--- src/common/mz_pkg.sv ---
`default_nettype none

package mz_pkg;

	typedef logic [15:0] addr_t;
	typedef logic [7:0]  byte_t;
	typedef logic [10:0] vaddr_t;
	typedef logic [15:0] count_t;
	typedef logic [3:0]  key_row_t;
	typedef logic [2:0]  key_col_t;

	// Memory map
	localparam addr_t VRAM_BASE     = 16'hD000;
	localparam int    VRAM_BYTES    = 2048;
	localparam addr_t KEY_ROW_ADDR  = 16'hE000;
	localparam addr_t KEY_DATA_ADDR = 16'hE001;
	localparam addr_t PIT_BASE      = 16'hE004;
	localparam addr_t SPEAKER_ADDR  = 16'hE008;
	localparam addr_t MAIN_RAM_TOP  = 16'h8FFF;

	localparam int KEY_ROWS = 10;

	// Mode 2 and mode 3 of the 8253
	typedef enum logic {
		rate,
		square
	} pit_mode_e;

	typedef enum logic [1:0] {
		idle,
		loaded,
		counting
	} pit_state_e;

endpackage

`default_nettype wire

--- src/hdl/key_matrix.sv ---
`timescale 1ns/10ps
`default_nettype none

module key_matrix (
	input  wire              CLK_50MHZ,
	input  wire              RESET,
	input  wire              key_stb,
	input  mz_pkg::key_row_t key_row,
	input  mz_pkg::key_col_t key_col,
	input  wire              key_down,
	input  mz_pkg::key_row_t row_sel,
	output mz_pkg::byte_t    row_data
);

	mz_pkg::byte_t rows [mz_pkg::KEY_ROWS];
	logic          row_ok;
	logic          sel_ok;

	assign row_ok = (int'(key_row) < mz_pkg::KEY_ROWS);
	assign sel_ok = (int'(row_sel) < mz_pkg::KEY_ROWS);

	// Keys are active low so a pressed key reads 0
	always_ff @(posedge CLK_50MHZ or posedge RESET) begin
		if (RESET) begin
			for (int r = 0; r < mz_pkg::KEY_ROWS; r++)
				rows[r] <= 8'hFF;
		end else if (key_stb && row_ok) begin
			rows[key_row][key_col] <= ~key_down;
		end
	end

	assign row_data = sel_ok ? rows[row_sel] : 8'hFF;

endmodule

`default_nettype wire

--- config.mk ---
export PLATFORM = sky130hd
export DESIGN_NAME = key_matrix
export DESIGN_NICKNAME = d
export VERILOG_FILES = /design/src/common/mz_pkg.sv /design/src/hdl/key_matrix.sv
export SDC_FILE = /design/constraint.sdc
export NUM_CORES = 1
export LEC_CHECK = 0
export ABC_AREA = 1
export BUFFER_PORTS_ARGS = -buffer_cell sky130_fd_sc_hd__clkbuf_2
export CAP_MARGIN = 20
export CORE_ASPECT_RATIO = 0.75
export CORE_MARGIN = 2
export CORE_UTILIZATION = 27
export DETAILED_ROUTE_END_ITERATION = 16
export GPL_TIMING_DRIVEN = 0
export PLACE_DENSITY = 0.46
export SYNTH_ARGS = -nofsm -noshare
export SYNTH_HDL_FRONTEND = slang
export SYNTH_SLANG_ARGS = --single-unit
--- constraint.sdc ---
create_clock -name CLK_50MHZ -period 2.95 [get_ports CLK_50MHZ]
set_clock_uncertainty 0.1 [all_clocks]
set_input_delay 0.295 -clock CLK_50MHZ [delete_from_list [all_inputs] [get_ports CLK_50MHZ]]
set_output_delay 0.295 -clock CLK_50MHZ [all_outputs]
set_load 0.02 [all_outputs]
==> impl_summary.txt <==
----------------------------------------------------
[CTS]
  TritonCTS Buffers ... 9
  Clock latency on the worst-skew pair ... 0.34 ns
  Hold bufs inserted after CTS ... 0
  Clock Sink Count ... 80
  Number of gates resized after cts ... 0
  H-tree lvl count ... 3
  Clock Pin Slew Worst Setup and Hold Paths ... 0.07 ns
  TritonCTS clock tree ... yes
  Bufs on Longest Clock Path ... 2
  # Post-CTS Setup Buffers ... 0
  Clk Tree Root Cell ... clkbuf_16

[Logic synthesis]
  Sequential element share of the synthesized area ... 41.67%
  Number of storage elements in the synthesis netlist ... 80
  Post-Synthesis Net Count ... 737
  Number of flops mapped to enable cells by yosys ... 0
  Cell variety after synth ... 22
  Share of the synthesized area in the top cell type ... 41.67%
  Most area-consuming cells after synthesis ... dfstp_2, nand2_1, nand3_1
  Async set or reset register ratio after synthesis ... 100.0%
  Top flip-flop cell by instance count after synthesis ... dfstp_2
  Most used standard cells in the synthesized netlist ... nand2_1, nand3_1, dfstp_2, inv_1, nand4_1
  Synthesized instance count ... 722
  Count of synthesis-stage warnings from yosys ... 0
  Cell accounting for the most synthesized area ... dfstp_2
  Most frequent cell after synthesis ... nand2_1
  Syn Area/Cell ... 6.987 um2
  Cell area after technology mapping ... 0.005045 mm2

[Setup path]
  Element type at the critical path start ... primary input
  Reg2Reg Depth ... 2
  Worst endpoint data arrival time ... 1.93 ns
  Largest fanout on the critical path ... 9
  Worst r2r dst ... rows[7]
  Launch point of the worst reg-to-reg path ... rows[7]
  Critical path class ... in -> out
  Critical path data required time ... 2.56 ns
  Slack of the worst reg-to-reg path ... 2.07 ns
  Endpoint type of the worst setup path ... output pin

[Detailed routing]
  Final Routed Wirelength ... 17950 um
  Final routed wire length divided by cell count ... 17.83 um
  Final antenna-violating net count ... 0
  DR DRC count ... 0
  Total number of vias ... 4831
  Violation count after the first detailed-routing iteration ... 429
  Iteration count of the initial detailed-routing pass ... 5
  Via count normalized by instance count ... 4.797

[Final layout]
  Area overhead of the layout relative to synthesis ... 14.53%
  Post-layout instance count excluding filler cells ... 1007
  Core occupancy in the finished layout ... 31.40%
  Number of flip-flops under the largest register name ... 80
  Registers with the most flip-flops ... rows: 80 flops
  Final layout net count ... 770
  Fillers ... 2065
  Top reg by flops ... rows
  Diode count ... 0
  Layout cell share with drive strength beyond 1 ... 24.47%
  Summed area of non-filler cells in the final layout ... 0.005778 mm2

[Global routing]
  Maximum number of pins on one net before global-route repair ... 64
  Antenna violations before repair ... 0
  Overflow left after global routing ... 0
  Via count of the first global-routing pass ... 4600
  Global-route wire length before repair ... 28320 um
  Total routing resource utilization after global routing ... 19.16%

[STA]
  Final count of pins violating max slew ... 0
  Max-slew headroom ... 42.67%
  Highest Clock Rate ... 429.2 MHz
  Final critical delay including setup and external delays ... 2.330 ns
  Crit share post-route ... 78.97%
  Setup repair after global routing missed its margin ... no
  Worst slew pin tran ... 0.8567 ns
  Final Hold Vio Count ... 0
  Setup-failing EPs final ... 0
  Setup tns final ... 0 ns

[Status]
  Status ... complete, no violations

[Die]
  Starting utilization of the core area ... 27.42%
  Placement row count ... 43
  Die outline width ... 161.8 um
  Core footprint ... 0.01840 mm2
  I/O pin cnt ... 23
  Die outline area ... 0.01981 mm2
  Floorplan die height ... 122.4 um

[Worst hold path]
  Worst hold-check path type ... in -> async

[Place]
  Total instance count after detailed placement ... 991
  Global placement routability congestion ... 0.8206
  Area after DPL ... 0.005489 mm2
  Number of port buffers ... 21
  Hpwl dp ... 12830 um

[Power]
  Pleak ... 2.571 nW
  IR Drop Worst-Case VDD ... 0.2059 mV
  Pwr dens ... 486.2 mW/mm2
  Total design power ... 2.809 mW

[Job]
  Number of max-capacitance violations reported ... 0

----------------------------------------------------
cell type report:
cell class	instances	area, um2	share of cell area, %
Timing Repair Buffer	22	132.6	2.295
Clock buffer	10	229.0	3.963
Tap cell	247	309.0	5.349
Buffer	46	257.7	4.461
Clock inverter	6	60.06	1.039
Sequential cell	80	2102	36.38
Multi-Input combinational cell	527	2424	41.94
Inverter	69	264.0	4.569
cell families (layout without fill, tap and decap cells):
group                  Yosys count  count (layout)  share of synthesized area (%)
buffers and inverters          115             153                          10.29
AND/OR/NAND/NOR                501             501                          45.39
AO/OA/AOI/OAI                   26              26                          2.654
flip-flops                      80              80                          41.67
cell usage in the layout, fill, tap and decap left out, types with 2 or more instances in the layout:
master and n:
buf_2 20, nand2_1 317, nor2_2 5, clkbuf_16 9, a21oi_1 3, nand4_1 35
clkinvlp_4 2, inv_2 7, nor2_1 17, nor3_4 4, o21ai_0 22, nor2_8 2
nand3_1 105, clkinv_2 3, nand2_2 5, inv_1 59, inv_4 2, buf_6 4
clkbuf_1 15, nor2_4 10, clkbuf_2 21, dfstp_2 80, buf_4 8
through the flow:
stage	hold slack (ns)	setup slack, ns
4_1_cts	0.03250	0.6272
3_3_place_gp	0.3506	0.09090
3_5_place_dp	0.3512	0.6342
6_report	0.01369	0.6203
2_1_floorplan	0.3396	1.111
5_1_grt	0.05945	0.4495
power by group:
group | internal [mW] | total (mW) | switching, mW
Combinational | 0.113 | 0.420 | 0.307
Clock | 0.652 | 1.14 | 0.487
Sequential | 1.21 | 1.25 | 0.0373
Total | 1.98 | 2.81 | 0.832
worst max-delay path by stage:
stage / startpoint / endpoint / slack (ns)
after detailed placement: row_sel[1] / row_data[0] / 0.63
after floorplan: RESET / rows[0] / 1.11
final: row_sel[1] / row_data[1] / 0.62
after CTS: row_sel[1] / row_data[0] / 0.63
after global placement: RESET / rows[14] / 0.09
after global routing: row_sel[1] / row_data[3] / 0.45
worst max-delay path, stage by stage:
cell	delay, ns
clkbuf_2	0.16
nor2_1	0.68
o21ai_0	0.21
nor2_1	0.14
nor2_1	0.06
a21oi_1	0.18
clkbuf_2	0.20
metal layers:
layer  track usage, %  part of all wire, %
met4            3.982                 0.89
met2            27.45                   40
met5                0                    0
met3            3.785                  6.6
met1            29.52                   52
(Power assumes the default switching activity.)
