$ cat config.mk
export PLATFORM = sky130hd
export DESIGN_NAME = clock_divider
export DESIGN_NICKNAME = d
export VERILOG_FILES = /design/src/hdl/clock_divider.sv
export SDC_FILE = /design/constraint.sdc
export NUM_CORES = 1
export LEC_CHECK = 0
export BUFFER_PORTS_ARGS = -buffer_cell sky130_fd_sc_hd__buf_2
export CORE_ASPECT_RATIO = 1.2
export CORE_MARGIN = 1.5
export CORE_UTILIZATION = 23
export DETAILED_ROUTE_END_ITERATION = 6
export GPL_TIMING_DRIVEN = 0
export PLACE_DENSITY = 0.39
export SYNTH_ARGS = -nofsm -noshare
export SYNTH_HDL_FRONTEND = slang
export SYNTH_SLANG_ARGS = --single-unit
$ cat constraint.sdc
create_clock -name CLK_50MHZ -period 1.6 [get_ports CLK_50MHZ]
set_input_delay 0.4 -clock CLK_50MHZ [delete_from_list [all_inputs] [get_ports CLK_50MHZ]]
set_output_delay 0.4 -clock CLK_50MHZ [all_outputs]
set_load 0.05 [all_outputs]
$ cat src/hdl/clock_divider.sv
`timescale 1ns/10ps
`default_nettype none

module clock_divider #(
	parameter int TICK_2M_DIV  = 25,
	parameter int TICK_31K_DIV = 1600
) (
	input  wire CLK_50MHZ,
	input  wire RESET,
	output wire tick_2m,
	output wire tick_31k
);

	logic [1:0] ticks;

	// One wrapping counter per enable that ticks on its last count
	for (genvar i = 0; i < 2; i++) begin : g_div
		localparam int DIV = (i == 0) ? TICK_2M_DIV : TICK_31K_DIV;
		localparam int CW  = $clog2(DIV);

		logic [CW-1:0] cnt;

		always_ff @(posedge CLK_50MHZ or posedge RESET) begin
			if (RESET) begin
				cnt <= '0;
			end else if (cnt == CW'(DIV - 1)) begin
				cnt <= '0;
			end else begin
				cnt <= cnt + 1'b1;
			end
		end

		assign ticks[i] = (cnt == CW'(DIV - 1));
	end

	assign tick_2m  = ticks[0];
	assign tick_31k = ticks[1];

endmodule

`default_nettype wire

==> results of run 1 <==
[worst max-delay path: cells and delay by family, from the launching register on]
family | cells | cell delay, ns
and+or+nand+nor | 2 | 0.59
DFF | 1 | 0.40
buffers and inverters | 1 | 0.21
[stage by stage]
stage               total power, mW  setup TNS, ns  instance area (sq um)  hold WS [ns]
global route                  0.714         -0.520                    961         0.230
global placement              0.422         -0.240                    845         0.486
detailed placement            0.422         -0.250                    845         0.487
floorplan                     0.418         -0.327                    785         0.314
CTS                           0.706         -0.418                    956         0.196
finish                        0.686         -0.366                    961         0.173
[cell type report]
class | count | area (sq um)
flip-flops and latches | 16 | 400
repair buffers | 9 | 72.6
inverters | 5 | 18.8
multi-input cells | 48 | 388
fillers | 326 | 2150
well taps | 36 | 45.0
clock buffers | 4 | 36.3
[power by group through the flow]
stage / Clock, mW / Sequential [mW] / Combinational [mW]
2_1_floorplan: 0 / 0.412 / 0.00610
3_3_place_gp: 0 / 0.412 / 0.0101
3_5_place_dp: 0 / 0.412 / 0.0104
4_1_cts: 0.292 / 0.404 / 0.0102
5_1_grt: 0.298 / 0.404 / 0.0113
6_report: 0.272 / 0.404 / 0.00907
[logic make-up (layout without fill, tap and decap cells)]
| kind of cell | Yosys count | count (layout) | synth area share (%) |
|---|---|---|---|
| XOR/XNOR | 7 | 7 | 8.02 |
| flip-flops | 16 | 16 | 52.4 |
| adder cells (fa/ha/maj) | 3 | 3 | 4.91 |
| AND/OR/NAND/NOR | 27 | 27 | 23.4 |
| AO/OA/AOI/OAI | 11 | 11 | 8.84 |
| buffers and inverters | 5 | 18 | 2.46 |
[cell usage in the layout, fill, tap and decap left out, drive strengths merged]
master,Yosys,layout
a21oi,3,3
a22o,1,1
and4b,1,1
buf,0,9
clkbuf,0,4
dfrtp,16,16
ha,3,3
inv,5,5
nand2,4,4
nand3,6,6
nand3b,1,1
nand4bb,1,1
nor2,6,6
nor2b,1,1
nor3,2,2
nor4,1,1
o211ai,1,1
o21ai,5,5
o31ai,1,1
or3,2,2
or4,2,2
xnor2,2,2
xor2,5,5
[worst paths after layout]
kind	from	depth (start not counted)	slack (ns)	endpoint
min in group CLK_50MHZ	g_div[1].cnt[0]	1	0.51	g_div[1].cnt[0]
worst min-delay path	RESET	2	0.17	g_div[1].cnt[6]
worst max register to register	g_div[1].cnt[2]	3	0.21	g_div[1].cnt[9]
worst max-delay path	g_div[1].cnt[7]	3	-0.28	tick_31k
worst min register to register	g_div[1].cnt[0]	1	0.51	g_div[1].cnt[0]
max in group asynchronous	RESET	2	1.02	g_div[1].cnt[4]
[what timing repair did]
action / in CTS / in global routing
endpoints found under the hold margin: 0 / 0
gates resized for setup: 6 / 1
endpoints found under the setup margin: 2 / 3
pin swaps: 3 / 0
setup buffers: 6 / 0
[layer usage]
layer | routed length (um) | vias to the layer above | GRT usage [%]
li1 | - | 267 | -
met1 | 640 | 254 | 12.3
met2 | 678 | 7 | 14.4
met3 | 59 | 0 | 1.76
met4 | 0 | 0 | 4.57
met5 | 0 | - | 0
==> run metrics, run 1 <==
run status finished with violations; violated checks negative setup slack; final worst clock skew around 0.0027 ns; TritonCTS sink count 16; transition at the pin with the smallest max-transition slack 0.629 ns; number of enable flip-flop cells after synthesis 0; power per unit of standard cell area just over 700 nW/um^2; flip-flop count of the largest register, all copies and words added 16; leading area contributor after synthesis sky130_fd_sc_hd__dfrtp_1; relative contribution of combinational cells to total power between 1 and 1.5%; Synth Warn # 0; standby leakage power 0.414 nW; quantity of hold-fixing buffers added after cts 0; post-route antenna net violation count 0; core area roughly 3100 sq um; CTS buffer count 3; Final Routed Wirelength 1380 um; Die Span X 55.6 um; power dissipated by switching net loads 0.142 mW; number of placed instances with taps included 108; cell row count 22; wire length of the first global-routing pass 2600 um; post-DP HPWL ~930 um; number of antenna violations at the first check in global routing 0; final critical-path share of the clock period 118%; post-synthesis sequential area ratio 52.4%; Worst VDD drop 0.240 mV; fraction of post-synthesis cell area in the top cell type by area 52.4%; most frequent cells after synthesis sky130_fd_sc_hd__dfrtp_1, sky130_fd_sc_hd__nor2_1; final antenna diode count 0; register bit count reported by yosys 16; min Tclk post-route 1.88 ns; critical path peak fanout 2; clock group share of total power about two fifths; net switching fraction of the power 20.7%; most used flip-flop cell after synthesis sky130_fd_sc_hd__dfrtp_1; clock root buffer sky130_fd_sc_hd__clkbuf_4; net count after synthesis 74; library cell contributing the largest single delay on the critical path sky130_fd_sc_hd__dfrtp_1; cell count after synthesis 69; post-synthesis cell area between 700 and 800 sq um; Netlist cell types 25; TritonCTS clock tree yes; die outline area roughly 3700 sq um; Die Y-Extent 66.2 um; least setup slack across all paths after layout -0.280 ns; via count of the first global-routing pass around 580; area growth from synthesis to layout 25.7%; Area contributors post-synth sky130_fd_sc_hd__dfrtp_1, sky130_fd_sc_hd__xor2_1, sky130_fd_sc_hd__ha_1; data arrival time at the worst-slack endpoint 1.48 ns; max cap viols 0; internal power summed over all cells 0.544 mW; depth of the CTS H-tree 1; number of buffers on the longest clock path 2; proportion of register bits with asynchronous set or reset after synthesis 100%; Finished Core Util 30.9%; cell breakdown of the critical path nand4bb_4 -> nor4_4 -> buf_6; endpoints failing setup 2; type of the most critical hold path in -> async; top register by number of flip-flops g_div.cnt; clock-pin slew on the worst setup and hold paths approximately 0.10 ns; Setup crit start kind flop; overflow left after global routing 0; Non-Filler Instances 118; Rel. slew slack 58.0%; share of final-layout standard cells stronger than drive strength 1 28.0%; total global-route track usage 9.26%; Required @ worst endpoint ~1.2 ns; Vias/cell 4.47; RSZ-0062 raised after global routing yes; Largest stage delay, worst path 0.40 ns; number of buffers added on ports 3; critical path endpoint category primary output; residual DRC count 0; first-iteration detailed-routing DRC count 4; final number of hold-violating endpoints 0; clock latency on the worst-skew pair between 0.2 and 0.3 ns; highest clock frequency the design can meet ~0.53 GHz; cell with the most instances after synthesis sky130_fd_sc_hd__dfrtp_1; via count 528; post-synthesis average cell area about 11 sq um; net count reported at finish 88; sequential share of power 58.9%; routed wirelength normalized by instance count 11.7 um; fin. max-slew vios 0; final weighted congestion in routability-driven placement 0.704; startpoint-to-endpoint class of the critical path reg -> out; initial core utilization around a quarter; DR pass1 iterations 4; minimum setup slack after placement -0.250 ns; I/O Pins 4; pin count of the biggest net entering global routing 17; largest registers ranked by flip-flop count g_div.cnt x16
No activity file was read; power rests on OpenSTA's default activity.
==> run 2: changes to the inputs <==
--- a/config.mk
+++ b/config.mk
@@ -12,6 +12,7 @@
 export DETAILED_ROUTE_END_ITERATION = 6
 export GPL_TIMING_DRIVEN = 0
 export PLACE_DENSITY = 0.39
+export SKIP_CTS_REPAIR_TIMING = 1
 export SYNTH_ARGS = -nofsm -noshare
 export SYNTH_HDL_FRONTEND = slang
 export SYNTH_SLANG_ARGS = --single-unit
==> run metrics, run 2 (same netlist as run 1, synthesis figures left out) <==
flip-flop count of the largest register, all copies and words added 16; library cell contributing the largest single delay on the critical path sky130_fd_sc_hd__dfrtp_1; post-route antenna net violation count 0; share of final-layout standard cells stronger than drive strength 1 33.7%; CP top delay family simple AND/OR/NAND/NOR gates; total global-route track usage under 10%; post-DP HPWL slightly above 900 um; endpoint of the lowest-slack register-to-register path g_div[1].cnt[5]; pin count of the biggest net entering global routing 17; overflow left after global routing 0; Final Routed Wirelength 1410 um; Die Span X 55.6 um; Die Y-Extent 66.2 um; run status finished with violations; first-iteration detailed-routing DRC count 6; final weighted congestion in routability-driven placement 0.704; max cap viols 0; internal power summed over all cells 0.544 mW; initial core utilization 24.6%; top register by number of flip-flops g_div.cnt; Vias/cell 4.48; type of the most critical hold path in -> async; violated checks negative setup slack; clock latency on the worst-skew pair about 0.29 ns; CP Buf/Inv Count 1; data arrival time at the worst-slack endpoint 1.56 ns; number of buffers added on ports 3; residual DRC count 0; least setup slack across all paths after layout -0.365 ns; transition at the pin with the smallest max-transition slack 0.620 ns; launch point of the worst reg-to-reg path g_div[1].cnt[7]; cell row count 22; final critical-path share of the clock period 123%; via count between 500 and 600; start point of the critical path g_div[1].cnt[7]; cell breakdown of the critical path nand4bb_4 -> nor4_4 -> buf_6; final antenna diode count 0; clock group share of total power between 30% and 40%; end point of the critical path tick_31k; net count reported at finish 92; sequential share of power 58.8%; RSZ-0062 raised after global routing yes; final number of hold-violating endpoints 0; Rel. slew slack roughly 59%; min Tclk post-route 1.96 ns; Required @ worst endpoint 1.20 ns; cell area reported after detailed placement 845 sq um; via count of the first global-routing pass around 550; routed wirelength normalized by instance count 11.5 um; DR pass1 iterations 3; TritonCTS sink count 16; endpoints failing setup 2; fin. max-slew vios 0; number of antenna violations at the first check in global routing 0; register-to-register setup slack 0.20 ns; critical path endpoint category primary output; I/O Pins 4; total power of the final layout 0.687 mW; Worst VDD drop 0.240 mV; core area 3110 sq um; cell count of the worst reg-to-reg path 4; Crit path depth 3; relative contribution of combinational cells to total power under 10%; standby leakage power 0.433 nW; startpoint-to-endpoint class of the critical path reg -> out; depth of the CTS H-tree 1; power per unit of standard cell area 688 nW/um^2; most frequent standard cell in the layout excluding fill and tap cells sky130_fd_sc_hd__dfrtp_1; Largest stage delay, worst path 0.42 ns; highest clock frequency the design can meet 0.509 GHz; net switching fraction of the power a little over a fifth; largest registers ranked by flip-flop count g_div.cnt x16; power dissipated by switching net loads 0.143 mW; critical path peak fanout 4; area of all placed cells without fillers 998 sq um; area growth from synthesis to layout 30.6%; Fin Setup TNS -0.504 ns; Setup crit start kind flop; TritonCTS clock tree yes; number of buffers on the longest clock path 2; clock root buffer sky130_fd_sc_hd__clkbuf_4; CTS buffer count 3; die outline area 3680 sq um; wire length of the first global-routing pass 2440 um; final worst clock skew 0.00281 ns; clock-pin slew on the worst setup and hold paths 0.10 ns; most frequent cells in the layout sky130_fd_sc_hd__dfrtp_1, sky130_fd_sc_hd__buf_4, sky130_fd_sc_hd__nor2_1
run 2: how the worst min path moves through the flow:
stage	from	endpoint	slack (ns)	depth (start not counted)
after floorplan	RESET	g_div[0].cnt[0]	0.31	1
after global placement	g_div[0].cnt[0]	g_div[0].cnt[0]	0.49	1
after detailed placement	g_div[0].cnt[0]	g_div[0].cnt[0]	0.49	1
after CTS	RESET	g_div[1].cnt[1]	0.20	2
after global routing	RESET	g_div[1].cnt[8]	0.22	2
final	RESET	g_div[1].cnt[2]	0.17	2
run 2: final cells by class:
type | count | area [sq um]
Inverter | 5 | 18.8
Multi-Input combinational cell | 48 | 390
Sequential cell | 16 | 402
Tap cell | 36 | 45.0
Fill cell | 329 | 2110
Timing Repair Buffer | 13 | 106
Clock buffer | 4 | 36.3
run 2: stage by stage:
stage          hold slack (ns)  instances  util [%]  setup WS [ns]
2_1_floorplan            0.314         69         -         -0.187
3_3_place_gp             0.486        108      27.2         -0.240
3_5_place_dp             0.487        108      27.2         -0.250
4_1_cts                  0.196        112      28.3         -0.574
5_1_grt                  0.222        122      32.1         -0.462
6_report                 0.168        122      32.1         -0.365
run 2: routing by layer:
layer / track usage, % / routed length, um / up-vias
li1: - / - / 276
met1: 11.5 / 673 / 264
met2: 13.7 / 698 / 5
met3: 1.76 / 30 / 2
met4: 4.57 / 7 / 0
met5: 0 / 0 / -
run 2: power by group through the flow:
stage	Combinational [mW]	Clock, mW	Sequential (mW)
floorplan	0.00610	0	0.412
global placement	0.0101	0	0.412
detailed placement	0.0104	0	0.412
CTS	0.0102	0.292	0.404
global route	0.0113	0.303	0.404
finish	0.00897	0.274	0.404
