### src/common/mz_pkg.sv
`default_nettype none

package mz_pkg;

	typedef logic [15:0] addr_t;
	typedef logic [7:0]  byte_t;
	typedef logic [10:0] vaddr_t;
	typedef logic [15:0] count_t;
	typedef logic [3:0]  key_row_t;
	typedef logic [2:0]  key_col_t;

	// Memory map
	localparam addr_t VRAM_BASE     = 16'hD000;
	localparam int    VRAM_BYTES    = 2048;
	localparam addr_t KEY_ROW_ADDR  = 16'hE000;
	localparam addr_t KEY_DATA_ADDR = 16'hE001;
	localparam addr_t PIT_BASE      = 16'hE004;
	localparam addr_t SPEAKER_ADDR  = 16'hE008;
	localparam addr_t MAIN_RAM_TOP  = 16'h8FFF;

	localparam int KEY_ROWS = 10;

	// Mode 2 and mode 3 of the 8253
	typedef enum logic {
		rate,
		square
	} pit_mode_e;

	typedef enum logic [1:0] {
		idle,
		loaded,
		counting
	} pit_state_e;

endpackage

`default_nettype wire

### src/pit8253/pit_counter.sv
`timescale 1ns/10ps
`default_nettype none

module pit_counter (
	input  wire               CLK_50MHZ,
	input  wire               RESET,
	input  wire               tick,
	input  mz_pkg::pit_mode_e mode,
	input  wire               ctrl_wr,
	input  wire               data_wr,
	input  wire               data_rd,
	input  mz_pkg::byte_t     wdata,
	output mz_pkg::byte_t     rdata,
	output logic              out_level
);

	mz_pkg::pit_state_e state;
	mz_pkg::pit_mode_e  mode_q;
	mz_pkg::count_t     reload;
	mz_pkg::count_t     count;
	mz_pkg::count_t     step;
	mz_pkg::byte_t      lsb_q;
	logic               wr_msb;
	logic               rd_msb;
	logic               at_end;

	// Square wave steps by two, so 2 (or 1 for odd counts) ends a half period
	assign step   = (mode_q == mz_pkg::square) ? 16'd2 : 16'd1;
	assign at_end = (mode_q == mz_pkg::square) ? (count == 16'd2 || count == 16'd1)
		: (count == 16'd1);

	always_ff @(posedge CLK_50MHZ or posedge RESET) begin
		if (RESET) begin
			state     <= mz_pkg::idle;
			mode_q    <= mz_pkg::rate;
			wr_msb    <= 1'b0;
			rd_msb    <= 1'b0;
			out_level <= 1'b1;
		end else if (ctrl_wr) begin
			state     <= mz_pkg::idle;
			mode_q    <= mode;
			wr_msb    <= 1'b0;
			rd_msb    <= 1'b0;
			out_level <= 1'b1;
		end else begin
			if (tick) begin
				case (state)
					mz_pkg::loaded: begin
						state     <= mz_pkg::counting;
						out_level <= 1'b1;
					end
					mz_pkg::counting: begin
						if (at_end)
							out_level <= (mode_q == mz_pkg::square) ? ~out_level : 1'b1;
						else if (mode_q == mz_pkg::rate)
							out_level <= (count != 16'd2);
					end
					default: ;
				endcase
			end
			// A new MSB restarts the count even mid-period
			if (data_wr) begin
				wr_msb <= ~wr_msb;
				if (wr_msb)
					state <= mz_pkg::loaded;
			end
			if (data_rd)
				rd_msb <= ~rd_msb;
		end
	end

	always_ff @(posedge CLK_50MHZ) begin
		if (data_wr && !wr_msb)
			lsb_q <= wdata;
		if (data_wr && wr_msb)
			reload <= {wdata, lsb_q};
		if (data_rd)
			rdata <= rd_msb ? count[15:8] : count[7:0];
		if (tick) begin
			if (state == mz_pkg::loaded || (state == mz_pkg::counting && at_end))
				count <= reload;
			else if (state == mz_pkg::counting)
				count <= count - step;
		end
	end

endmodule

`default_nettype wire

### src/pit8253/pit8253.sv
`timescale 1ns/10ps
`default_nettype none

module pit8253 (
	input  wire           CLK_50MHZ,
	input  wire           RESET,
	input  wire           tick0,
	input  wire           tick1,
	input  wire [1:0]     sel,
	input  wire           wr,
	input  wire           rd,
	input  mz_pkg::byte_t wdata,
	output mz_pkg::byte_t rdata,
	output wire           out0,
	output wire           out1,
	output wire           out2
);

	logic [2:0]        tick;
	logic [2:0]        out;
	logic [2:0]        ctrl_wr;
	logic [2:0]        data_wr;
	logic [2:0]        data_rd;
	mz_pkg::byte_t     cnt_rdata [3];
	mz_pkg::pit_mode_e ctrl_mode;
	logic              out1_q;
	logic [1:0]        rd_sel_q;

	// Bit 1 of the mode field separates mode 3 from mode 2
	assign ctrl_mode = wdata[1] ? mz_pkg::square : mz_pkg::rate;

	// Counter 2 is clocked by the rising edge of out1
	assign tick[0] = tick0;
	assign tick[1] = tick1;
	assign tick[2] = out[1] & ~out1_q;

	always_ff @(posedge CLK_50MHZ or posedge RESET) begin
		if (RESET) begin
			out1_q   <= 1'b1;
			rd_sel_q <= 2'd0;
		end else begin
			out1_q <= out[1];
			if (rd)
				rd_sel_q <= sel;
		end
	end

	for (genvar i = 0; i < 3; i++) begin : g_cnt
		assign ctrl_wr[i] = wr && (sel == 2'd3) && (wdata[7:6] == 2'(i));
		assign data_wr[i] = wr && (sel == 2'(i));
		assign data_rd[i] = rd && (sel == 2'(i));

		pit_counter u_counter (
			.CLK_50MHZ (CLK_50MHZ),
			.RESET     (RESET),
			.tick      (tick[i]),
			.mode      (ctrl_mode),
			.ctrl_wr   (ctrl_wr[i]),
			.data_wr   (data_wr[i]),
			.data_rd   (data_rd[i]),
			.wdata     (wdata),
			.rdata     (cnt_rdata[i]),
			.out_level (out[i])
		);
	end

	// No read-back of the control port
	assign rdata = (rd_sel_q == 2'd3) ? 8'hFF : cnt_rdata[rd_sel_q];

	assign out0 = out[0];
	assign out1 = out[1];
	assign out2 = out[2];

endmodule

`default_nettype wire

### config.mk
export PLATFORM = sky130hd
export DESIGN_NAME = pit8253
export DESIGN_NICKNAME = d
export VERILOG_FILES = /design/src/common/mz_pkg.sv /design/src/pit8253/pit_counter.sv /design/src/pit8253/pit8253.sv
export SDC_FILE = /design/constraint.sdc
export NUM_CORES = 1
export LEC_CHECK = 0
export BUFFER_PORTS_ARGS = -buffer_cell sky130_fd_sc_hd__buf_4
export CAP_MARGIN = 0
export CORE_MARGIN = 2
export CORE_UTILIZATION = 45
export CTS_BUF_LIST = sky130_fd_sc_hd__clkbuf_8
export CTS_CLUSTER_SIZE = 40
export DETAILED_ROUTE_END_ITERATION = 12
export PLACE_DENSITY = 0.69
export SLEW_MARGIN = 15
export SYNTH_ARGS = -nofsm -noshare
export SYNTH_HDL_FRONTEND = slang
export SYNTH_SLANG_ARGS = --single-unit
export TNS_END_PERCENT = 5
### constraint.sdc
create_clock -name CLK_50MHZ -period 3.1 [get_ports CLK_50MHZ]
set_clock_uncertainty 0.2 [all_clocks]
set_input_delay 0.31 -clock CLK_50MHZ [delete_from_list [all_inputs] [get_ports CLK_50MHZ]]
set_output_delay 0.31 -clock CLK_50MHZ [all_outputs]
set_load 0.02 [all_outputs]
==> summary.txt, run 1 <==
Floorplanning
  • Die width: 133 um
  • Placeable core area: 16500 sq um
  • # rows: 47
  • Die Ht: 133 um
  • IO Pins: 27
  • Die ar.: 17800 sq um
  • Initial core utilization: 0.457

Drt
  • Drt total wl: 15300 um
  • Remaining antenna violation count after routing: 0
  • DR vias/cell: 5.22
  • DRT Pass-1 Iters: 5
  • DRC Markers: 0
  • DR vias: 4596
  • Drt initial violations: 362
  • WL/cell: 17.4 um

CTS
  • CTS sink count: 165
  • Clk root buf: clkbuf_8
  • Worst-path clk slew: 80 ps
  • CTS tree: built
  • Clock Tree Buf Depth: 2
  • Skew-Pair Late Insertion Delay: 470 ps
  • Inserted Clock Buffers: 17
  • Postcts setup bufs: 0
  • CTS H-tree lvls: 4
  • Cts repair resizes: 0

Critical path
  • Setup crit end kind: flop
  • Worst EP arrival: 2720 ps
  • Worst path required time: 3120 ps
  • Setup CP Type: flop to flop
  • R2R cell count: 8
  • Critical path startpoint category: flop
  • Worst-path maximum fanout: 5

Timing
  • Setup Viol. Count Final: 0
  • Count of pins over their slew limit: 0
  • Tmin final: 2710 ps
  • Max Freq: 369 MHz
  • Worst slew pin tran: 971 ps
  • Setup TNS: 0 ps
  • Worst slew margin: 0.352
  • RSZ-0062 raised after global routing: false
  • Final period utilization: 0.873
  • Fin. Hold Viols: 0

Finish
  • Multi-input gate area: 2510 sq um
  • Layout cells sized above 1: 0.150
  • Area growth syn-to-layout: 14.5%
  • Layout fillers: 1408
  • Layout Nets: 684
  • Antenna diode count: 0
  • Seq. cell area: 4850 sq um

Yosys
  • Synth area leaders: edfxtp_1, dfrtp_1, xnor2_1
  • Syn Inst Count: 592
  • Cell accounting for the most synthesized area: edfxtp_1
  • Post-synth EDFFs: 144
  • Mux contribution to synthesized area: 0.0431
  • Yosys warns: 0
  • Post-Synth XOR/XNOR Area: 0.0535
  • Most numerous cell in the Yosys netlist: edfxtp_1
  • Register area share after synthesis: 0.645
  • Adder-cell share of the synthesized area: 0.0379
  • Synth Flop Type: edfxtp_1
  • Synthesis-stage register bit count: 165
  • Library cells used by synthesis: 48
  • Fraction of the mapped netlist area in simple logic gates: 0.130
  • Complex-gate fraction of the synthesized area: 0.0680
  • Async set or reset register ratio after synthesis: 0.127
  • Largest family of logic cells by synthesized area: simple AND/OR/NAND/NOR gates
  • Post-synth top area share: 0.575
  • Syn avg cell area: 12.7 sq um
  • Post-synthesis cell area: 7520 sq um
  • Leading post-synthesis cells by instance count: edfxtp_1, nand2_1, nor2_1, o21ai_0, xnor2_1
  • Synthesized Nets: 629

Pwr
  • Tot Pwr: 0.00704 W
  • Largest vdd supply drop: 0.000313 V
  • Lkg Pwr: 3.05 nW
  • Pwr dens: 816 nW/um^2

GRT
  • GRT Total Usage: 0.184
  • Initial antenna violation count: 0
  • Pin count of the biggest net entering global routing: 32
  • Global-route wire length before repair: 24500 um
  • Number of global-route vias before repair: 4511
  • GRT overflow: 0

Job
  • MaxCap Viol Count: 0

Placement
  • # port buffers: 26
  • Routability cong.: 0.915
  • DP HPWL: 10700 um

Min path
  • Worst Hold Depth: 4
  • Worst Hold Class: input pin to flop

Status
  • Status: completed
[logic make-up (layout without fill, tap and decap cells)]
kind of cell,Yosys count,count (layout)
buffers and inverters,39,107
AOI/OAI and AO/OA,90,90
DFF,165,165
and+or+nand+nor,201,201
muxes,30,30
xor gates and xnor gates,46,46
adders and majority gates,21,21
[sequential cells by signal, summed over array words and instances (netlist names)]
register,count
g_cnt.u_counter.state,6
g_cnt.u_counter.count,48
g_cnt.u_counter.wr_msb,3
out1_q,1
g_cnt.u_counter.rdata,24
g_cnt.u_counter.lsb_q,24
rd_sel_q,2
g_cnt.u_counter.mode_q,3
g_cnt.u_counter.out_level,3
g_cnt.u_counter.reload,48
g_cnt.u_counter.rd_msb,3
[power breakdown]
group | internal, W | switching, W
Combinational | 0.000792 | 0.000967
Sequential | 0.00305 | 0.000446
Clock | 0.00100 | 0.000780
Total | 0.00484 | 0.00219
[layout make-up]
class                      instances  area share
inverter                          23      0.0100
clock buffer                      19      0.0303
sequential                       165       0.563
tap                              220      0.0319
timing repair buffer              52      0.0494
multi-input combinational        388       0.292
clock inverter                    13      0.0235
[critical path, cell delays in order (launching register included)]
cell	delay [ps]
dfrtp_1	450
inv_1	160
ha_1	230
fa_1	230
nor3b_1	420
nand3b_1	260
nor3_1	250
xnor2_1	170
o21ai_0	100
[metrics by stage]
| step | utilization | instances | instance area (sq um) | hold WS, ps | setup WS, ps |
|---|---|---|---|---|---|
| after global routing | 0.523 | 880 | 8620 | 71.7 | 205 |
| final | 0.523 | 880 | 8620 | 72.5 | 393 |
| after detailed placement | 0.487 | 834 | 8020 | 203 | 454 |
| after global placement | 0.487 | 834 | 8020 | 202 | 473 |
| after floorplan | - | 592 | 7520 | 83.6 | 626 |
| after CTS | 0.523 | 880 | 8620 | 28.9 | 415 |
[final timing paths]
path / slack [ps] / end / startpoint
setup / recovery: 390 / g_cnt[1].u_counter.count[10] / g_cnt[1].u_counter.mode_q
hold / removal: 70 / g_cnt[1].u_counter.state[0] / sel[1]
setup reg to reg: 390 / g_cnt[1].u_counter.count[10] / g_cnt[1].u_counter.mode_q
hold reg to reg: 210 / out1_q / g_cnt[1].u_counter.out_level
max in group asynchronous: 1680 / g_cnt[0].u_counter.mode_q / RESET
min in group asynchronous: 420 / g_cnt[2].u_counter.wr_msb / RESET
[layout by cell type (no fill, tap or decap), types with 18 or more instances in the layout]
| cell | instances |
|---|---|
| nand2_1 | 57 |
| o21ai_0 | 47 |
| mux2_2 | 19 |
| nor3_1 | 21 |
| nor2_1 | 56 |
| clkbuf_8 | 19 |
| a21oi_1 | 29 |
| edfxtp_1 | 144 |
| inv_1 | 23 |
| xnor2_1 | 30 |
| buf_4 | 38 |
| ha_1 | 18 |
[metal layers]
layer | wire [um] | up-vias | GRT usage
li1 | - | 2241 | -
met5 | 0 | - | 0
met2 | 7220 | 91 | 0.289
met4 | 284 | 0 | 0.0638
met3 | 546 | 21 | 0.0457
met1 | 7260 | 2243 | 0.250
[what timing repair did]
action | 4_1_cts | 5_1_grt
endpoints found under the setup margin | 0 | 0
hold buffers | 14 | 0
endpoints found under the hold margin | 71 | 0
Note: power is estimated with default switching activity, not from simulation.
==> run 2: changes to the inputs <==
Settings changed: HOLD_SLACK_MARGIN set to 0.15, REMOVE_ABC_BUFFERS set to 1.
==> summary.txt, run 2 (synthesis results as in run 1) <==
Status
  • Status: completed

Critical path
  • Setup crit end kind: flop
  • R2r setup slk: 380 ps (about the same)
  • Worst reg2reg path endpoint: g_cnt[0].u_counter.count[14]
  • Worst path required time: 3070 ps (-50 ps)
  • Worst EP arrival: 2690 ps (-30 ps)
  • Worst-path maximum fanout: 5 (unchanged)
  • R2R cell count: 8 (unchanged)
  • Critical path startpoint category: flop
  • Setup CP Type: flop to flop
  • Reg-to-reg startpoint: g_cnt[0].u_counter.mode_q

CTS
  • Clk root buf: clkbuf_8
  • Postcts setup bufs: 0 (unchanged)
  • Inserted Clock Buffers: 17 (unchanged)
  • CTS sink count: 165 (unchanged)
  • Worst-path clk slew: 90 ps (about the same)
  • Skew-Pair Late Insertion Delay: 450 ps (-20 ps)
  • CTS H-tree lvls: 4 (unchanged)
  • Cts repair resizes: 0 (unchanged)
  • Hold Buf Count CTS: 16 (+2)
  • Clock Tree Buf Depth: 2 (unchanged)
  • CTS tree: built

Finish
  • Layout Nets: 686 (+0.29%)
  • Leading cell type in the layout, fill and taps excluded: edfxtp_1
  • Largest registers: g_cnt.u_counter.count: 48 flops, g_cnt.u_counter.reload: 48 flops
  • Post-route design area: 8620 sq um (unchanged)
  • Layout cells sized above 1: 0.145 (-0.00498)
  • Most frequent cells in the layout: edfxtp_1, nand2_1, nor2_1
  • Fin util: 0.523 (unchanged)
  • Area growth syn-to-layout: 14.5% (unchanged)
  • Antenna diode count: 0 (unchanged)

GRT
  • Initial antenna violation count: 0 (unchanged)
  • Pin count of the biggest net entering global routing: 33 (+3.1%)
  • Global-route wire length before repair: 24900 um (+1.8%)
  • GRT overflow: 0 (unchanged)
  • GRT Total Usage: 0.185 (+0.00134)
  • Number of global-route vias before repair: 4670 (+3.5%)

Drt
  • DRC Markers: 0 (unchanged)
  • Drt total wl: 15400 um (+0.57%)
  • DRT Pass-1 Iters: 5 (unchanged)
  • Drt initial violations: 446 (+23%)
  • DR vias/cell: 5.34 (+2.3%)
  • Remaining antenna violation count after routing: 0 (unchanged)
  • WL/cell: 17.5 um (+0.35%)
  • DR vias: 4714 (+2.6%)

Floorplanning
  • Initial core utilization: 0.457 (unchanged)
  • Die Ht: 133 um (unchanged)
  • Die ar.: 17800 sq um (unchanged)
  • Placeable core area: 16500 sq um (unchanged)
  • Die width: 133 um (unchanged)
  • # rows: 47 (unchanged)
  • IO Pins: 27 (unchanged)

Placement
  • DP HPWL: 10500 um (-1.8%)
  • Placed Area: 8020 sq um (unchanged)
  • Setup WS pre-CTS: 422 ps (-31.9 ps)
  • # port buffers: 26 (unchanged)
  • Routability cong.: 0.898 (-1.9%)

Timing
  • Max Freq: 367 MHz (-0.54%)
  • Worst slew margin: 0.347 (-0.00476)
  • Worst slew pin tran: 979 ps (+7.13 ps)
  • Tmin final: 2720 ps (+14.8 ps)
  • RSZ-0062 raised after global routing: false
  • Count of pins over their slew limit: 0 (unchanged)
  • Final period utilization: 0.878 (+0.00478)
  • Setup WS post-layout: 378 ps (-14.8 ps)
  • Setup Viol. Count Final: 0 (unchanged)
  • Fin. Hold Viols: 0 (unchanged)

Pwr
  • Sw Pwr: 0.00218 W (-0.76%)
  • Lkg Pwr: 3.03 nW (-0.43%)
  • Tot Pwr: 0.00697 W (-0.98%)
  • Net Sw Frac: 0.312 (+0.000679)
  • Clock power frac: 0.245 (-0.008)
  • Largest vdd supply drop: 0.000298 V (-5.1%)
  • Sequential Power Share: 0.503 (+0.006)
  • Int Pwr: 0.00479 W (-1.1%)
  • Combinational share of power: 0.252 (+0.002)
  • Pwr dens: 808 nW/um^2 (-0.98%)

Min path
  • Worst Hold Depth: 0 (-4)
  • Hold EP: g_cnt[1].u_counter.reload[6]
  • Worst Hold Class: flop to flop
  • Hold_sp: g_cnt[1].u_counter.lsb_q[6]

Job
  • MaxCap Viol Count: 0 (unchanged)
==> run 2: changes by cell type in the layout (fill, tap and decap cells not counted), sizes merged <==
cell	delta
dlygate4sd3	+2
clkinvlp	+2
clkbuf	-2
==> run 2: layout make-up <==
type | count | area, sq um
Multi-Input combinational cell | 388 | 2510
Tap cell | 220 | 275
Clock inverter | 15 | 210
Inverter | 23 | 86.3
Clock buffer | 17 | 234
Timing Repair Buffer | 54 | 445
Sequential cell | 165 | 4850
Fill cell | 1392 | 7850
==> run 2: metrics by stage <==
step	hold slack, ps	setup TNS (ps)	std cells
floorplan	83.6	-252	576
global placement	197	0	834
detailed placement	196	0	834
CTS	216	0	882
global route	222	0	882
finish	218	0	882
==> run 2: power groups by stage <==
stage	clock [W]	sequential, W	combinational, W
6_report	0.00171	0.00350	0.00176
5_1_grt	0.00183	0.00356	0.00198
4_1_cts	0.00174	0.00349	0.00177
3_5_place_dp	0	0.00353	0.00172
3_3_place_gp	0	0.00351	0.00168
2_1_floorplan	0	0.00342	0.00124
==> run 2: critical path, stage by stage (launching register included) <==
cell and delay [ps]:
dfrtp_1 440, inv_1 140, ha_1 220, fa_1 220, or4b_2 670, nor2_1 210, nand3_1 120, xor2_1 150
a21oi_1 80
==> run 2: worst max path at each step <==
stage | from | end | slack [ps] | cells past startpoint
floorplan | g_cnt[2].u_counter.count[5] | g_cnt[2].u_counter.count[10] | -20 | 4
global placement | g_cnt[0].u_counter.mode_q | g_cnt[0].u_counter.count[14] | 510 | 8
detailed placement | g_cnt[0].u_counter.mode_q | g_cnt[0].u_counter.count[14] | 420 | 8
CTS | g_cnt[0].u_counter.mode_q | g_cnt[0].u_counter.count[14] | 400 | 8
global route | g_cnt[0].u_counter.mode_q | g_cnt[0].u_counter.count[14] | 220 | 8
finish | g_cnt[0].u_counter.mode_q | g_cnt[0].u_counter.count[14] | 380 | 8
==> run 2: per-layer routing <==
| layer | vias to the layer above | track usage | part of all wire |
|---|---|---|---|
| li1 | 2248 | - | - |
| met4 | 0 | 0.0550 | 0.015 |
| met5 | - | 0 | 0 |
| met1 | 2331 | 0.256 | 0.46 |
| met3 | 19 | 0.0426 | 0.042 |
| met2 | 116 | 0.294 | 0.48 |
==> run 3: changes to the inputs <==
Settings changed: SYNTH_HIERARCHICAL set to 1.
==> summary.txt, run 3 <==
Yosys
  • Syn avg cell area: 13.3 sq um (+4.5%)
  • Fraction of the mapped netlist area in simple logic gates: 0.130 (+0.000202)
  • Adder-cell share of the synthesized area: 0.0367 (-0.00121)
  • Syn Inst Count: 585 (-1.2%)
  • Library cells used by synthesis: 51 (+6.3%)
  • Most numerous cell in the Yosys netlist: edfxtp_1
  • Synth area leaders: edfxtp_1, dfrtp_1, nor2_1
  • Post-Synth XOR/XNOR Area: 0.0552 (+0.00167)
  • Synth Flop Type: edfxtp_1
  • Largest family of logic cells by synthesized area: simple AND/OR/NAND/NOR gates
  • Post-synth top area share: 0.556 (-0.0183)
  • Synthesis-stage register bit count: 165 (unchanged)
  • Leading post-synthesis cells by instance count: edfxtp_1, nor2_1, a21oi_1, nand2_1, inv_1
  • Post-synthesis cell area: 7770 sq um (+3.3%)
  • Yosys warns: 6 (+6)
  • Post-synth EDFFs: 144 (unchanged)
  • Mux contribution to synthesized area: 0.0514 (+0.00829)
  • Complex-gate fraction of the synthesized area: 0.0732 (+0.00524)
  • Register area share after synthesis: 0.625 (-0.0206)
  • Cell accounting for the most synthesized area: edfxtp_1
  • Async set or reset register ratio after synthesis: 0.127 (unchanged)

Pwr
  • Combinational share of power: 0.289 (+0.037)
  • Sequential Power Share: 0.493 (-0.010)
  • Lkg Pwr: 3.11 nW (+2.5%)
  • Pwr dens: 844 nW/um^2 (+4.4%)
  • Int Pwr: 0.00493 W (+2.9%)
  • Largest vdd supply drop: 0.000650 V (+120%)
  • Sw Pwr: 0.00249 W (+14%)
  • Net Sw Frac: 0.336 (+0.0234)
  • Clock power frac: 0.217 (-0.028)

Floorplanning
  • IO Pins: 27 (unchanged)
  • Die ar.: 18300 sq um (+3.2%)
  • Die Ht: 135 um (+1.6%)
  • # rows: 48 (+2.1%)
  • Initial core utilization: 0.454 (-0.00290)
  • Die width: 135 um (+1.6%)
  • Placeable core area: 17100 sq um (+4.0%)

Drt
  • DR vias: 4646 (-1.4%)
  • Drt total wl: 15800 um (+2.6%)
  • Drt initial violations: 413 (-7.4%)
  • WL/cell: 18.0 um (+3.4%)
  • Remaining antenna violation count after routing: 0 (unchanged)
  • DRC Markers: 0 (unchanged)
  • DRT Pass-1 Iters: 5 (unchanged)
  • DR vias/cell: 5.30 (-0.77%)

GRT
  • GRT Total Usage: 0.184 (-0.00115)
  • Pin count of the biggest net entering global routing: 32 (-3.0%)
  • Number of global-route vias before repair: 4630 (-0.86%)
  • Initial antenna violation count: 0 (unchanged)
  • Global-route wire length before repair: 25100 um (+0.75%)
  • GRT overflow: 0 (unchanged)

Timing
  • Tmin final: 2600 ps (-118 ps)
  • Worst slew pin tran: 1040 ps (+65.9 ps)
  • Fin. Hold Viols: 0 (unchanged)
  • Count of pins over their slew limit: 0 (unchanged)
  • Worst slew margin: 0.304 (-0.0432)
  • Setup Viol. Count Final: 0 (unchanged)
  • Max Freq: 384 MHz (+4.5%)
  • RSZ-0062 raised after global routing: false
  • Hold WS: 178 ps (-39.9 ps)
  • Setup TNS: 0 ps (unchanged)
  • Final period utilization: 0.840 (-0.0379)

Finish
  • Leading cell type in the layout, fill and taps excluded: edfxtp_1
  • Antenna diode count: 0 (unchanged)
  • Layout cells sized above 1: 0.192 (+0.0470)
  • Layout Nets: 675 (-1.6%)
  • Area growth syn-to-layout: 13.2%
  • Most frequent cells in the layout: edfxtp_1, nor2_1, a21oi_1
  • Largest registers: g_cnt.u_counter/count: 48 flops, g_cnt.u_counter/reload: 48 flops
  • Fin util: 0.514 (-0.00959)

Critical path
  • Crit path buffers/inverters: 1 (unchanged)
  • Worst-path maximum fanout: 25 (+20)
  • Crit-path slowest cell: or4_4
  • Critical-path cell list: or4_4, nor2_2, a41oi_2, buf_4, a21oi_1
  • Worst EP arrival: 2710 ps (+20 ps)
  • CP peak stage delay: 590 ps (-80 ps)
  • Setup CP Type: flop to flop
  • CP top delay family: simple AND/OR/NAND/NOR gates
  • Worst path required time: 3200 ps (+130 ps)
  • Critical path startpoint category: flop
  • Setup crit end kind: flop

Job
  • MaxCap Viol Count: 0 (unchanged)

Status
  • Status: completed

CTS
  • CTS tree: built
  • Skew-Pair Late Insertion Delay: 450 ps (about the same)
  • CTS H-tree lvls: 4 (unchanged)
  • Clk root buf: clkbuf_8
  • Inserted Clock Buffers: 17 (unchanged)
  • Worst-path clk slew: 90 ps (about the same)
  • Clock Tree Buf Depth: 2 (unchanged)
  • CTS sink count: 165 (unchanged)
  • Postcts setup bufs: 0 (unchanged)

Placement
  • DP HPWL: 10900 um (+3.7%)
  • Routability cong.: 0.842 (-6.3%)
  • # port buffers: 26 (unchanged)

Min path
  • Worst Hold Class: input pin to async pin
run 3: changes by cell type in the layout (fill, tap and decap cells not counted), moves of 7 or more:
cell,delta
nand2_1,-25
xnor2_1,-7
nor3_1,-7
xor2_1,+10
a21oi_1,+10
mux2_1,+7
a21oi_2,+7
nand3b_1,+8
o21ai_0,-32
nor2_2,+8
nor2_1,+7
o22a_1,+8
run 3: path summary, 6_finish.rpt:
path                                               from  cells past startpoint  slack [ps]                            to
hold / removal                                    RESET                      3         180     g_cnt[2].u_counter/rd_msb
setup / recovery            g_cnt[0].u_counter/count[8]                      5         500  g_cnt[0].u_counter/count[14]
min in group CLK_50MHZ                               wr                      4         190     g_cnt[2].u_counter/wr_msb
setup reg to reg            g_cnt[0].u_counter/count[8]                      5         500  g_cnt[0].u_counter/count[14]
max in group asynchronous                         RESET                      4        1770                        out1_q
hold reg to reg            g_cnt[1].u_counter/out_level                      0         200                        out1_q
run 3: stage by stage:
stage / cells / power (W) / setup WS (ps) / instance area [sq um]
after floorplan: 567 / 0.00513 / 600 / 7660
after global placement: 828 / 0.00572 / 598 / 8220
after detailed placement: 828 / 0.00581 / 504 / 8220
after CTS: 876 / 0.00746 / 482 / 8800
after global routing: 876 / 0.00787 / 346 / 8800
final: 876 / 0.00742 / 496 / 8800
run 3: tightest hold or removal path, delay by kind of cell:
kind | cells | cell delay (ps)
buffers and inverters | 3 | 900
run 3: layout make-up:
type / count / area (sq um)
Clock buffer: 17 / 234
Clock inverter: 15 / 179
Fill cell: 1432 / 8320
Inverter: 29 / 109
Multi-Input combinational cell: 373 / 2700
Sequential cell: 165 / 4850
Tap cell: 225 / 282
Timing Repair Buffer: 52 / 443
run 3: logic make-up after synthesis:
group,count (synthesis)
flops,165
buf+inv,47
mux,36
xor+xnor,49
compound gates,85
fa+ha+maj,21
simple gates,182
run 3: power groups by stage:
| stage | logic (W) | clock network, W | registers [W] |
|---|---|---|---|
| finish | 0.00215 | 0.00161 | 0.00366 |
| global placement | 0.00205 | 0 | 0.00367 |
| CTS | 0.00215 | 0.00166 | 0.00365 |
| global route | 0.00239 | 0.00175 | 0.00373 |
| detailed placement | 0.00211 | 0 | 0.00370 |
| floorplan | 0.00158 | 0 | 0.00356 |
run 3: metal layers:
layer  track usage  share of wire  up-vias
met5             0              0        -
met4        0.0492          0.018        0
met3        0.0486          0.045       22
met2         0.282           0.47      120
met1         0.261           0.47     2276
li1              -              -     2228
run 3: timing repair:
item,CTS,global route
endpoints found under the hold margin,84,0
resized for setup,0,0
hold buffers,16,0
